$ cat src/common/afu_pkg.sv
//----------------------------------------------------------------------------
// Word types, field positions and codes shared by the accelerator shell.
// Modules reference these by scoped name, there is no import.
//----------------------------------------------------------------------------

package afu_pkg;

   // Whole words moving on the request and completion streams
   typedef logic [63:0] afu_req_t;
   typedef logic [63:0] afu_cpl_t;

   // Tag is echoed back to the host without change
   typedef logic [7:0]  afu_tag_t;
   typedef logic [3:0]  afu_addr_t;
   typedef logic [31:0] afu_data_t;

   // Any opcode other than read or write is folded into OP_UNSUPPORTED by decode
   typedef enum logic [1:0] {
      OP_READ        = 2'd0,
      OP_WRITE       = 2'd1,
      OP_UNSUPPORTED = 2'd2
   } afu_op_e;

   typedef enum logic [1:0] {
      ST_OK          = 2'd0,
      ST_UNSUPPORTED = 2'd1
   } afu_status_e;

   // Scratch register file
   localparam int NUM_REGS = 16;
   localparam afu_data_t REG_RESET_VALUE = '0;

   // Request layout, bits 49..32 are reserved and ignored
   localparam int REQ_OP_HI   = 63;
   localparam int REQ_OP_LO   = 62;
   localparam int REQ_TAG_HI  = 61;
   localparam int REQ_TAG_LO  = 54;
   localparam int REQ_ADDR_HI = 53;
   localparam int REQ_ADDR_LO = 50;
   localparam int REQ_DATA_HI = 31;
   localparam int REQ_DATA_LO = 0;

   // Completion layout, bits 52..32 are always zero
   localparam int CPL_STATUS_HI = 63;
   localparam int CPL_STATUS_LO = 62;
   localparam int CPL_TAG_HI    = 61;
   localparam int CPL_TAG_LO    = 54;
   localparam int CPL_HAS_DATA  = 53;
   localparam int CPL_DATA_HI   = 31;
   localparam int CPL_DATA_LO   = 0;

endpackage
$ cat src/source/afu_main.sv
//----------------------------------------------------------------------------
// User shell top level with one register accelerator per port.
// Each port runs on its own merged reset and its own request stream.
//----------------------------------------------------------------------------

`timescale 1ns/1ps

module afu_main #(
   parameter int PG_NUM_PORTS = 2
) (
   input  logic                                       clk,
   input  logic                                       rst_n,
   input  logic              [PG_NUM_PORTS-1:0]       port_rst_n,

   // Request stream, one lane per port
   input  logic              [PG_NUM_PORTS-1:0]       req_valid,
   output logic              [PG_NUM_PORTS-1:0]       req_ready,
   input  afu_pkg::afu_req_t [PG_NUM_PORTS-1:0]       req_data,

   // Completion stream, one lane per port
   output logic              [PG_NUM_PORTS-1:0]       cpl_valid,
   input  logic              [PG_NUM_PORTS-1:0]       cpl_ready,
   output afu_pkg::afu_cpl_t [PG_NUM_PORTS-1:0]       cpl_data
);

   // Merged and synchronized reset for each port
   logic [PG_NUM_PORTS-1:0] port_rst_n_sync;

   //--------------------------------------------------------------------------
   // Reset merge
   //--------------------------------------------------------------------------

   afu_reset_merge #(
      .PG_NUM_PORTS (PG_NUM_PORTS)
   ) i_reset_merge (
      .clk             (clk),
      .rst_n           (rst_n),
      .port_rst_n      (port_rst_n),
      .port_rst_n_sync (port_rst_n_sync)
   );

   //--------------------------------------------------------------------------
   // Port accelerators
   //--------------------------------------------------------------------------

   for (genvar p = 0; p < PG_NUM_PORTS; p++) begin : g_port
      // Soft reset of one port leaves the others running
      port_afu i_port_afu (
         .clk       (clk),
         .rst_n     (port_rst_n_sync[p]),
         .req_valid (req_valid[p]),
         .req_ready (req_ready[p]),
         .req_data  (req_data[p]),
         .cpl_valid (cpl_valid[p]),
         .cpl_ready (cpl_ready[p]),
         .cpl_data  (cpl_data[p])
      );
   end

endmodule

$ cat src/port_afu/port_afu.sv
//----------------------------------------------------------------------------
// Three-stage register access pipeline for one port.
// Decode, register file access and completion formatting, one cycle each.
//----------------------------------------------------------------------------

`timescale 1ns/1ps

module port_afu (
   input  logic              clk,
   input  logic              rst_n,
   input  logic              req_valid,
   output logic              req_ready,
   input  afu_pkg::afu_req_t req_data,
   output logic              cpl_valid,
   input  logic              cpl_ready,
   output afu_pkg::afu_cpl_t cpl_data
);

   // Decode to engine
   logic                 dec_valid;
   logic                 dec_ready;
   afu_pkg::afu_op_e     dec_op;
   afu_pkg::afu_tag_t    dec_tag;
   afu_pkg::afu_addr_t   dec_addr;
   afu_pkg::afu_data_t   dec_wdata;

   // Engine to formatter
   logic                 eng_valid;
   logic                 eng_ready;
   afu_pkg::afu_status_e eng_status;
   afu_pkg::afu_tag_t    eng_tag;
   logic                 eng_has_data;
   afu_pkg::afu_data_t   eng_rdata;

   port_req_decode i_req_decode (
      .clk (clk), .rst_n (rst_n),
      .in_valid (req_valid), .in_ready (req_ready), .in_data (req_data),
      .out_valid (dec_valid), .out_ready (dec_ready), .out_op (dec_op),
      .out_tag (dec_tag), .out_addr (dec_addr), .out_wdata (dec_wdata)
   );

   port_csr_engine i_csr_engine (
      .clk (clk), .rst_n (rst_n),
      .in_valid (dec_valid), .in_ready (dec_ready), .in_op (dec_op),
      .in_tag (dec_tag), .in_addr (dec_addr), .in_wdata (dec_wdata),
      .out_valid (eng_valid), .out_ready (eng_ready), .out_status (eng_status),
      .out_tag (eng_tag), .out_has_data (eng_has_data), .out_rdata (eng_rdata)
   );

   port_cpl_format i_cpl_format (
      .clk (clk), .rst_n (rst_n),
      .in_valid (eng_valid), .in_ready (eng_ready), .in_status (eng_status),
      .in_tag (eng_tag), .in_has_data (eng_has_data), .in_rdata (eng_rdata),
      .out_valid (cpl_valid), .out_ready (cpl_ready), .out_data (cpl_data)
   );

endmodule

$ cat src/port_afu/port_cpl_format.sv
//----------------------------------------------------------------------------
// Third pipeline stage. Packs status, tag and read data into the 64-bit
// completion word and holds it until the host side takes it.
//----------------------------------------------------------------------------

`timescale 1ns/1ps

module port_cpl_format (
   input  logic                 clk,
   input  logic                 rst_n,
   input  logic                 in_valid,
   output logic                 in_ready,
   input  afu_pkg::afu_status_e in_status,
   input  afu_pkg::afu_tag_t    in_tag,
   input  logic                 in_has_data,
   input  afu_pkg::afu_data_t   in_rdata,
   output logic                 out_valid,
   input  logic                 out_ready,
   output afu_pkg::afu_cpl_t    out_data
);

   logic              accept;
   afu_pkg::afu_cpl_t cpl_next;

   // Last stage, so its ready follows cpl_ready straight from the host
   assign in_ready = !out_valid || out_ready;
   assign accept   = in_valid && in_ready;

   //--------------------------------------------------------------------------
   // Completion packing
   //--------------------------------------------------------------------------

   always_comb begin
      // Unused bits 52..32 stay zero
      cpl_next = '0;
      cpl_next[afu_pkg::CPL_STATUS_HI:afu_pkg::CPL_STATUS_LO] = in_status;
      cpl_next[afu_pkg::CPL_TAG_HI:afu_pkg::CPL_TAG_LO]       = in_tag;
      cpl_next[afu_pkg::CPL_HAS_DATA]                         = in_has_data;
      // Writes and unsupported requests carry no data
      if (in_has_data) begin
         cpl_next[afu_pkg::CPL_DATA_HI:afu_pkg::CPL_DATA_LO] = in_rdata;
      end
   end

   //--------------------------------------------------------------------------
   // Output register
   //--------------------------------------------------------------------------

   always_ff @(posedge clk or negedge rst_n) begin
      if (!rst_n) begin
         out_valid <= 1'b0;
      end else if (accept) begin
         out_valid <= 1'b1;
      end else if (out_ready) begin
         out_valid <= 1'b0;
      end
   end

   always_ff @(posedge clk) begin
      if (accept) begin
         out_data <= cpl_next;
      end
   end

endmodule

$ cat src/port_afu/port_csr_engine.sv
//----------------------------------------------------------------------------
// Second pipeline stage. Owns the 16-entry scratch register file and runs
// each decoded read or write against it as the request enters the stage.
//----------------------------------------------------------------------------

`timescale 1ns/1ps

module port_csr_engine (
   input  logic                 clk,
   input  logic                 rst_n,
   input  logic                 in_valid,
   output logic                 in_ready,
   input  afu_pkg::afu_op_e     in_op,
   input  afu_pkg::afu_tag_t    in_tag,
   input  afu_pkg::afu_addr_t   in_addr,
   input  afu_pkg::afu_data_t   in_wdata,
   output logic                 out_valid,
   input  logic                 out_ready,
   output afu_pkg::afu_status_e out_status,
   output afu_pkg::afu_tag_t    out_tag,
   output logic                 out_has_data,
   output afu_pkg::afu_data_t   out_rdata
);

   // Scratch registers, visible to the host through reads and writes
   afu_pkg::afu_data_t regs [afu_pkg::NUM_REGS];

   logic accept;
   logic is_read;
   logic is_write;

   assign in_ready = !out_valid || out_ready;
   assign accept   = in_valid && in_ready;

   // Decode has already folded every other code into OP_UNSUPPORTED
   assign is_read  = (in_op == afu_pkg::OP_READ);
   assign is_write = (in_op == afu_pkg::OP_WRITE);

   //--------------------------------------------------------------------------
   // Register file
   //--------------------------------------------------------------------------

   // A write lands on the same edge that moves it into the output register.
   // A read in the following request therefore sees the new value
   always_ff @(posedge clk or negedge rst_n) begin
      if (!rst_n) begin
         for (int i = 0; i < afu_pkg::NUM_REGS; i++) begin
            regs[i] <= afu_pkg::REG_RESET_VALUE;
         end
      end else if (accept && is_write) begin
         regs[in_addr] <= in_wdata;
      end
   end

   //--------------------------------------------------------------------------
   // Stage register
   //--------------------------------------------------------------------------

   always_ff @(posedge clk or negedge rst_n) begin
      if (!rst_n) begin
         out_valid <= 1'b0;
      end else if (accept) begin
         out_valid <= 1'b1;
      end else if (out_ready) begin
         out_valid <= 1'b0;
      end
   end

   // Response fields of the request now held in this stage
   always_ff @(posedge clk) begin
      if (accept) begin
         out_tag      <= in_tag;
         out_has_data <= is_read;
         // Reads see the value before any write on this same edge,
         // which can only belong to this request and never to a read
         out_rdata    <= regs[in_addr];
         if (is_read || is_write) begin
            out_status <= afu_pkg::ST_OK;
         end else begin
            out_status <= afu_pkg::ST_UNSUPPORTED;
         end
      end
   end

endmodule

$ cat src/port_afu/port_req_decode.sv
//----------------------------------------------------------------------------
// First pipeline stage. Registers a request word and splits it into fields,
// folding unknown opcodes into one unsupported code.
//----------------------------------------------------------------------------

`timescale 1ns/1ps

module port_req_decode (
   input  logic               clk,
   input  logic               rst_n,
   input  logic               in_valid,
   output logic               in_ready,
   input  afu_pkg::afu_req_t  in_data,
   output logic               out_valid,
   input  logic               out_ready,
   output afu_pkg::afu_op_e   out_op,
   output afu_pkg::afu_tag_t  out_tag,
   output afu_pkg::afu_addr_t out_addr,
   output afu_pkg::afu_data_t out_wdata
);

   // Set one edge after reset release, keeps the port closed while in reset
   logic             run_q;
   logic             accept;
   logic [1:0]       raw_op;
   afu_pkg::afu_op_e op_next;

   // Stage takes a word when empty or when its current word leaves this cycle
   assign in_ready = run_q && (!out_valid || out_ready);
   assign accept   = in_valid && in_ready;

   //--------------------------------------------------------------------------
   // Opcode folding
   //--------------------------------------------------------------------------

   assign raw_op = in_data[afu_pkg::REQ_OP_HI:afu_pkg::REQ_OP_LO];

   always_comb begin
      case (raw_op)
         2'd0:    op_next = afu_pkg::OP_READ;
         2'd1:    op_next = afu_pkg::OP_WRITE;
         default: op_next = afu_pkg::OP_UNSUPPORTED;
      endcase
   end

   //--------------------------------------------------------------------------
   // Stage register
   //--------------------------------------------------------------------------

   always_ff @(posedge clk or negedge rst_n) begin
      if (!rst_n) begin
         run_q     <= 1'b0;
         out_valid <= 1'b0;
      end else begin
         run_q <= 1'b1;
         if (accept) begin
            out_valid <= 1'b1;
         end else if (out_ready) begin
            out_valid <= 1'b0;
         end
      end
   end

   // Fields only, the valid flag above says whether they mean anything
   always_ff @(posedge clk) begin
      if (accept) begin
         out_op    <= op_next;
         out_tag   <= in_data[afu_pkg::REQ_TAG_HI:afu_pkg::REQ_TAG_LO];
         out_addr  <= in_data[afu_pkg::REQ_ADDR_HI:afu_pkg::REQ_ADDR_LO];
         out_wdata <= in_data[afu_pkg::REQ_DATA_HI:afu_pkg::REQ_DATA_LO];
      end
   end

endmodule

$ cat src/source/afu_reset_merge.sv
//----------------------------------------------------------------------------
// Combines power-on reset with each port's soft reset.
// Assertion from rst_n is immediate, release is synchronized to clk.
//----------------------------------------------------------------------------

`timescale 1ns/1ps

module afu_reset_merge #(
   parameter int PG_NUM_PORTS = 2
) (
   input  logic                    clk,
   input  logic                    rst_n,
   input  logic [PG_NUM_PORTS-1:0] port_rst_n,
   output logic [PG_NUM_PORTS-1:0] port_rst_n_sync
);

   // First and second flop of each port's chain
   logic [PG_NUM_PORTS-1:0] meta_q;
   logic [PG_NUM_PORTS-1:0] sync_q;

   //--------------------------------------------------------------------------
   // One two-flop chain per port
   //--------------------------------------------------------------------------

   for (genvar p = 0; p < PG_NUM_PORTS; p++) begin : g_port
      // Power-on reset clears the chain at once, so the merged reset
      // follows rst_n going low without waiting for a clock
      always_ff @(posedge clk or negedge rst_n) begin
         if (!rst_n) begin
            meta_q[p] <= 1'b0;
            sync_q[p] <= 1'b0;
         end else begin
            // A low soft reset shifts in and reaches the output two edges later
            meta_q[p] <= port_rst_n[p];
            sync_q[p] <= meta_q[p];
         end
      end
   end

   // Release takes two rising edges after both inputs are high
   assign port_rst_n_sync = sync_q;

endmodule

$ cat config.mk
export PLATFORM = sky130hd
export DESIGN_NAME = afu_main
export DESIGN_NICKNAME = d
export VERILOG_FILES = /design/src/common/afu_pkg.sv /design/src/source/afu_main.sv /design/src/port_afu/port_afu.sv /design/src/port_afu/port_cpl_format.sv /design/src/port_afu/port_csr_engine.sv /design/src/port_afu/port_req_decode.sv /design/src/source/afu_reset_merge.sv
export SDC_FILE = /design/constraint.sdc
export NUM_CORES = 2
export LEC_CHECK = 0
export BUFFER_PORTS_ARGS = -buffer_cell sky130_fd_sc_hd__buf_2
export CAP_MARGIN = 40
export CELL_PAD_IN_SITES_DETAIL_PLACEMENT = 0
export CELL_PAD_IN_SITES_GLOBAL_PLACEMENT = 2
export CORE_AREA = 3 3 473 475
export DETAILED_ROUTE_END_ITERATION = 12
export DIE_AREA = 0 0 476 478
export PLACE_DENSITY = 0.56
export SLEW_MARGIN = 20
export SYNTH_ARGS = -nofsm -noshare
export SYNTH_HDL_FRONTEND = slang
export SYNTH_HIERARCHICAL = 1
export SYNTH_SLANG_ARGS = --single-unit
export TNS_END_PERCENT = 1
$ cat constraint.sdc
create_clock -name clk -period 19 [get_ports clk]
set_input_delay 0.95 -clock clk [delete_from_list [all_inputs] [get_ports clk]]
set_output_delay 0.95 -clock clk [all_outputs]
set_load 0.02 [all_outputs]
==> summary.md <==
| Metric | Value |
|---|---|
| Clock Power Share | about 46% |
| Detail Placement HPWL | between 80000 and 90000 microns |
| Post-synth cell types | 24 |
| Post-CTS setup buffer count | 0 |
| Mapped cell area | ~0.055 sq mm |
| Die ar. | about 0.23 sq mm |
| FF-to-FF setup slack | approximately 15000 ps |
| Post-Synth Simple-Gate Area | between 2 and 2.5% |
| Drt drc | 0 |
| Critical setup path kind | reg2out |
| Largest net degree at the start of global routing | 159 |
| CTS Buf Count | 155 |
| WHS Endpoint | i_reset_merge/meta_q[0] |
| Worst hold path class | in2reg |
| FF-to-FF End | g_port[0].i_port_afu/i_csr_engine/out_rdata[25] |
| Max Root-Sink Buffers | 3 |
| Wire per inst | about 23 microns |
| First-pass GRT wire length | between 200000 and 250000 microns |
| Max cap viols | 0 |
| Clock tree from TritonCTS | built |
| Final Max Tran Viols | 0 |
| Worst R2R Start | g_port[0].i_port_afu/i_req_decode/out_addr[1] |
| Total GRT Usage | between 10% and 20% |
| Largest family of logic cells by synthesized area | multiplexers |
| Share of cells above drive strength 1 | ~54% |
| Worst-Skew Late Latency | about 800 ps |
| Tot Pwr | 6.58 mW |
| Final period util | around a fifth |
| Fmax | approximately 280 MHz |
| Min Tclk post-route | about 3600 ps |
| Crit. End Element | output port |
| IO Pins | 268 |
| Critical path's slowest cell | nand2b_1 |
| Final Setup Violations | 0 |
| Reg area | between 0.03 and 0.04 sq mm |
| Pwr Density | ~100 mW/mm^2 |
| Rows | about 170 |
| Clock transition at path regs | roughly 50 ps |
| Synth Register Bits | 1298 |
| Post-synthesis compound-gate area fraction | under 10% |
| Area Growth Syn to Fin | 18.0% |
| TritonRoute pass-1 iters | 4 |
| Status | finished clean |
| IO buf count | 189 |
| Post-Synth Adder-Cell Area | 0% |
| HP Start | port_rst_n[0] |
| Req. time, crit path | between 15000 and 20000 ps |
| Clock skew | between 50 and 60 ps |
| Logic pwr share | under 10% |
| Synth warn | 6 |
| Maximum VDD drop | approximately 0.083 mV |
| Syn Inst Count | roughly 3200 |
| Initial Utilization | ~25% |
| Via density | approximately 4.5 |
| TNS Setup | 0 ps |
| Number of global-route vias before repair | between 30000 and 40000 |
| Highest cell delay on the worst timing path | roughly 630 ps |
| Cells on Worst Hold Path | 1 |
| Post-synthesis area per instance | approximately 17 sq um |
| Routability Congestion | 0.680 |
| Sw frac | a little under a quarter |
| Worst Path Max Fanout | 19 |
| Critical path's top delay family | simple AND/OR/NAND/NOR gates |
| Core area | about 0.22 sq mm |
| WP buf/inv | 1 |
| Net switching power | 1.56 mW |
| Antenna Nets Post-Route | 0 |
| Sequential area share after synthesis | about three fifths |
| Sequential Power Share | roughly 48% |
| Worst Reg2Reg Path Length in Cells | 7 |
| DR iter-0 viols | 1703 |
| Initial antenna violation count | 14 |
| Multi-input logic area | around 0.020 sq mm |
| Nets@finish | 3552 |
| Vias post-DR | about 29000 |
| Final Hold Violating Endpoints | 0 |
| Crit path arrival time | ~2600 ps |
| CTS root buffer | clkbuf_16 |
| Cell Chain, Critical Path | nand2b_1, nand2b_1, nand2b_4, and2_4, buf_2 |
| Vert. Die Dim | around 480 microns |
| Startpoint types | flip-flop |
| Leakage | 29.4 nW |
| RSZ-0062 raised after global routing | false |
| Post-Synth XOR/XNOR Area | 0% |
| Post-synthesis mux area share | between 30% and 40% |
| Grt total ovfl | 0 |
| Most used cell, CP | nand2b_1 |
| Die width | ~480 microns |
| # clock sinks | 1298 |
| Slew margin rel. | a little over a third |
| Total Wirelength | ~150000 microns |
| Worst Max-Slew Pin Slew | 971 ps |
| Fillcell total | around 22000 |
| P_int | about 5.0 mW |
| H-tree Lvls | 4 |
==> cell usage after synthesis <==
cell type	count	area, sq um
a22oi_1	128	961
and2_1	6	37.5
and2_2	64	480
and2_4	2	17.5
and4b_1	2	20.0
and4bb_2	4	50.1
buf_1	22	82.6
buf_2	135	676
buf_4	46	345
clkbuf_1	101	379
clkbuf_2	6	30.0
conb_1	6	22.5
dfrtp_1	1036	25900
edfxtp_1	262	7870
mux2_2	1024	11500
mux4_2	256	5770
nand2_1	68	255
nand2b_1	8	50.1
nand2b_4	2	27.5
nand4_1	32	200
nor2_1	4	15.0
nor2b_1	6	37.5
nor2b_4	2	27.5
nor4b_4	2	47.6
==> routing by layer <==
layer | GRT usage [%] | share of wire (%) | up-vias
li1 | - | - | 12400
met1 | 18.2 | 47 | 15900
met5 | 0 | 0 | -
met2 | 20.9 | 47 | 489
met3 | 2.09 | 3.4 | 217
met4 | 4.38 | 2.9 | 0
==> cell type report <==
| class | instances | area share [%] |
|---|---|---|
| Multi-Input combinational cell | 1656 | 30.5 |
| Clock inverter | 46 | 0.953 |
| Timing Repair Buffer | 305 | 3.50 |
| Antenna cell | 3 | 0.0116 |
| Sequential cell | 1298 | 52.2 |
| Tap cell | 2958 | 5.72 |
| Clock buffer | 244 | 7.12 |
==> cells in the final DEF, fill, tap and decap left out, types with 3 or more instances in the layout <==
| cell | count |
|---|---|
| clkbuf_8 | 33 |
| and4bb_2 | 4 |
| nand2b_1 | 8 |
| diode_2 | 3 |
| nand2_1 | 68 |
| clkbuf_16 | 158 |
| clkinv_1 | 5 |
| buf_8 | 5 |
| inv_6 | 4 |
| buf_16 | 12 |
| conb_1 | 46 |
| buf_12 | 10 |
| inv_16 | 3 |
| bufinv_16 | 7 |
| clkbuf_1 | 53 |
| clkinv_2 | 15 |
| buf_4 | 77 |
| a22oi_1 | 128 |
| clkinv_16 | 5 |
| buf_2 | 189 |
| inv_4 | 3 |
| and2_4 | 4 |
| and2_2 | 68 |
| mux2_2 | 1024 |
| dfrtp_1 | 1034 |
| nand4_1 | 32 |
| mux4_2 | 256 |
| buf_6 | 11 |
| edfxtp_1 | 262 |
| nor2b_4 | 6 |
==> power groups by stage <==
stage | logic [mW] | registers, mW | clock network [mW]
detailed placement | 0.440 | 3.19 | 0
floorplan | 0.287 | 3.19 | 0
finish | 0.434 | 3.13 | 3.01
global placement | 0.425 | 3.19 | 0
global route | 0.476 | 3.16 | 3.24
CTS | 0.441 | 3.14 | 3.13
==> timing repair <==
| action | CTS | global route |
|---|---|---|
| resized for setup | 0 | 0 |
| hold buffers | 1 | 0 |
| hold endpoints to repair | 4 | 0 |
==> worst max-delay path by stage <==
stage | from | cells after the start | to
2_1_floorplan | i_reset_merge/port_rst_n_sync[0] | 0 | g_port[0].i_port_afu/i_cpl_format/out_valid
3_3_place_gp | cpl_ready[0] | 6 | g_port[0].i_port_afu/i_csr_engine/regs[126]
3_5_place_dp | cpl_ready[0] | 7 | g_port[0].i_port_afu/i_req_decode/out_wdata[30]
4_1_cts | g_port[0].i_port_afu/i_req_decode/out_addr[1] | 7 | g_port[0].i_port_afu/i_csr_engine/out_rdata[29]
5_1_grt | g_port[0].i_port_afu/i_req_decode/out_addr[1] | 7 | g_port[0].i_port_afu/i_csr_engine/out_rdata[23]
6_report | g_port[1].i_port_afu/i_cpl_format/out_valid | 5 | req_ready[1]
==> through the flow <==
| step | hold slack, ps | worst slack (ps) | cell area [sq um] | utilization (%) | std cells |
|---|---|---|---|---|---|
| 4_1_cts | 161 | 15280 | 64600 | 29.4 | 6501 |
| 2_1_floorplan | 331 | 3490 | 55000 | - | 3264 |
| 3_3_place_gp | 333 | 14880 | 58900 | 26.8 | 6183 |
| 6_report | 260 | 15430 | 64700 | 29.5 | 6510 |
| 3_5_place_dp | 335 | 15090 | 59400 | 27.0 | 6210 |
| 5_1_grt | 202 | 15270 | 64700 | 29.5 | 6508 |
==> cell families after synthesis <==
group / Yosys count
AO/OA/AOI/OAI: 128
other: 6
flip-flops: 1298
multiplexers: 1280
AND/OR/NAND/NOR: 202
buffers and inverters: 310
==> sequential cells by signal, summed over array words and instances, names as in the netlist <==
| signal | flops |
|---|---|
| g_port.i_port_afu/i_req_decode/out_tag | 16 |
| i_reset_merge/meta_q | 2 |
| g_port.i_port_afu/i_req_decode/out_addr | 8 |
| g_port.i_port_afu/i_csr_engine/out_has_data | 2 |
| g_port.i_port_afu/i_csr_engine/out_status | 2 |
| g_port.i_port_afu/i_csr_engine/out_rdata | 64 |
| g_port.i_port_afu/i_cpl_format/out_data | 86 |
| g_port.i_port_afu/i_req_decode/out_valid | 2 |
| g_port.i_port_afu/i_req_decode/out_op | 4 |
| g_port.i_port_afu/i_cpl_format/out_valid | 2 |
| g_port.i_port_afu/i_csr_engine/regs | 1024 |
| g_port.i_port_afu/i_req_decode/run_q | 2 |
| g_port.i_port_afu/i_csr_engine/out_tag | 16 |
| g_port.i_port_afu/i_req_decode/out_wdata | 64 |
| g_port.i_port_afu/i_csr_engine/out_valid | 2 |
| i_reset_merge/port_rst_n_sync | 2 |
Note: power is estimated with default switching activity, not from simulation.
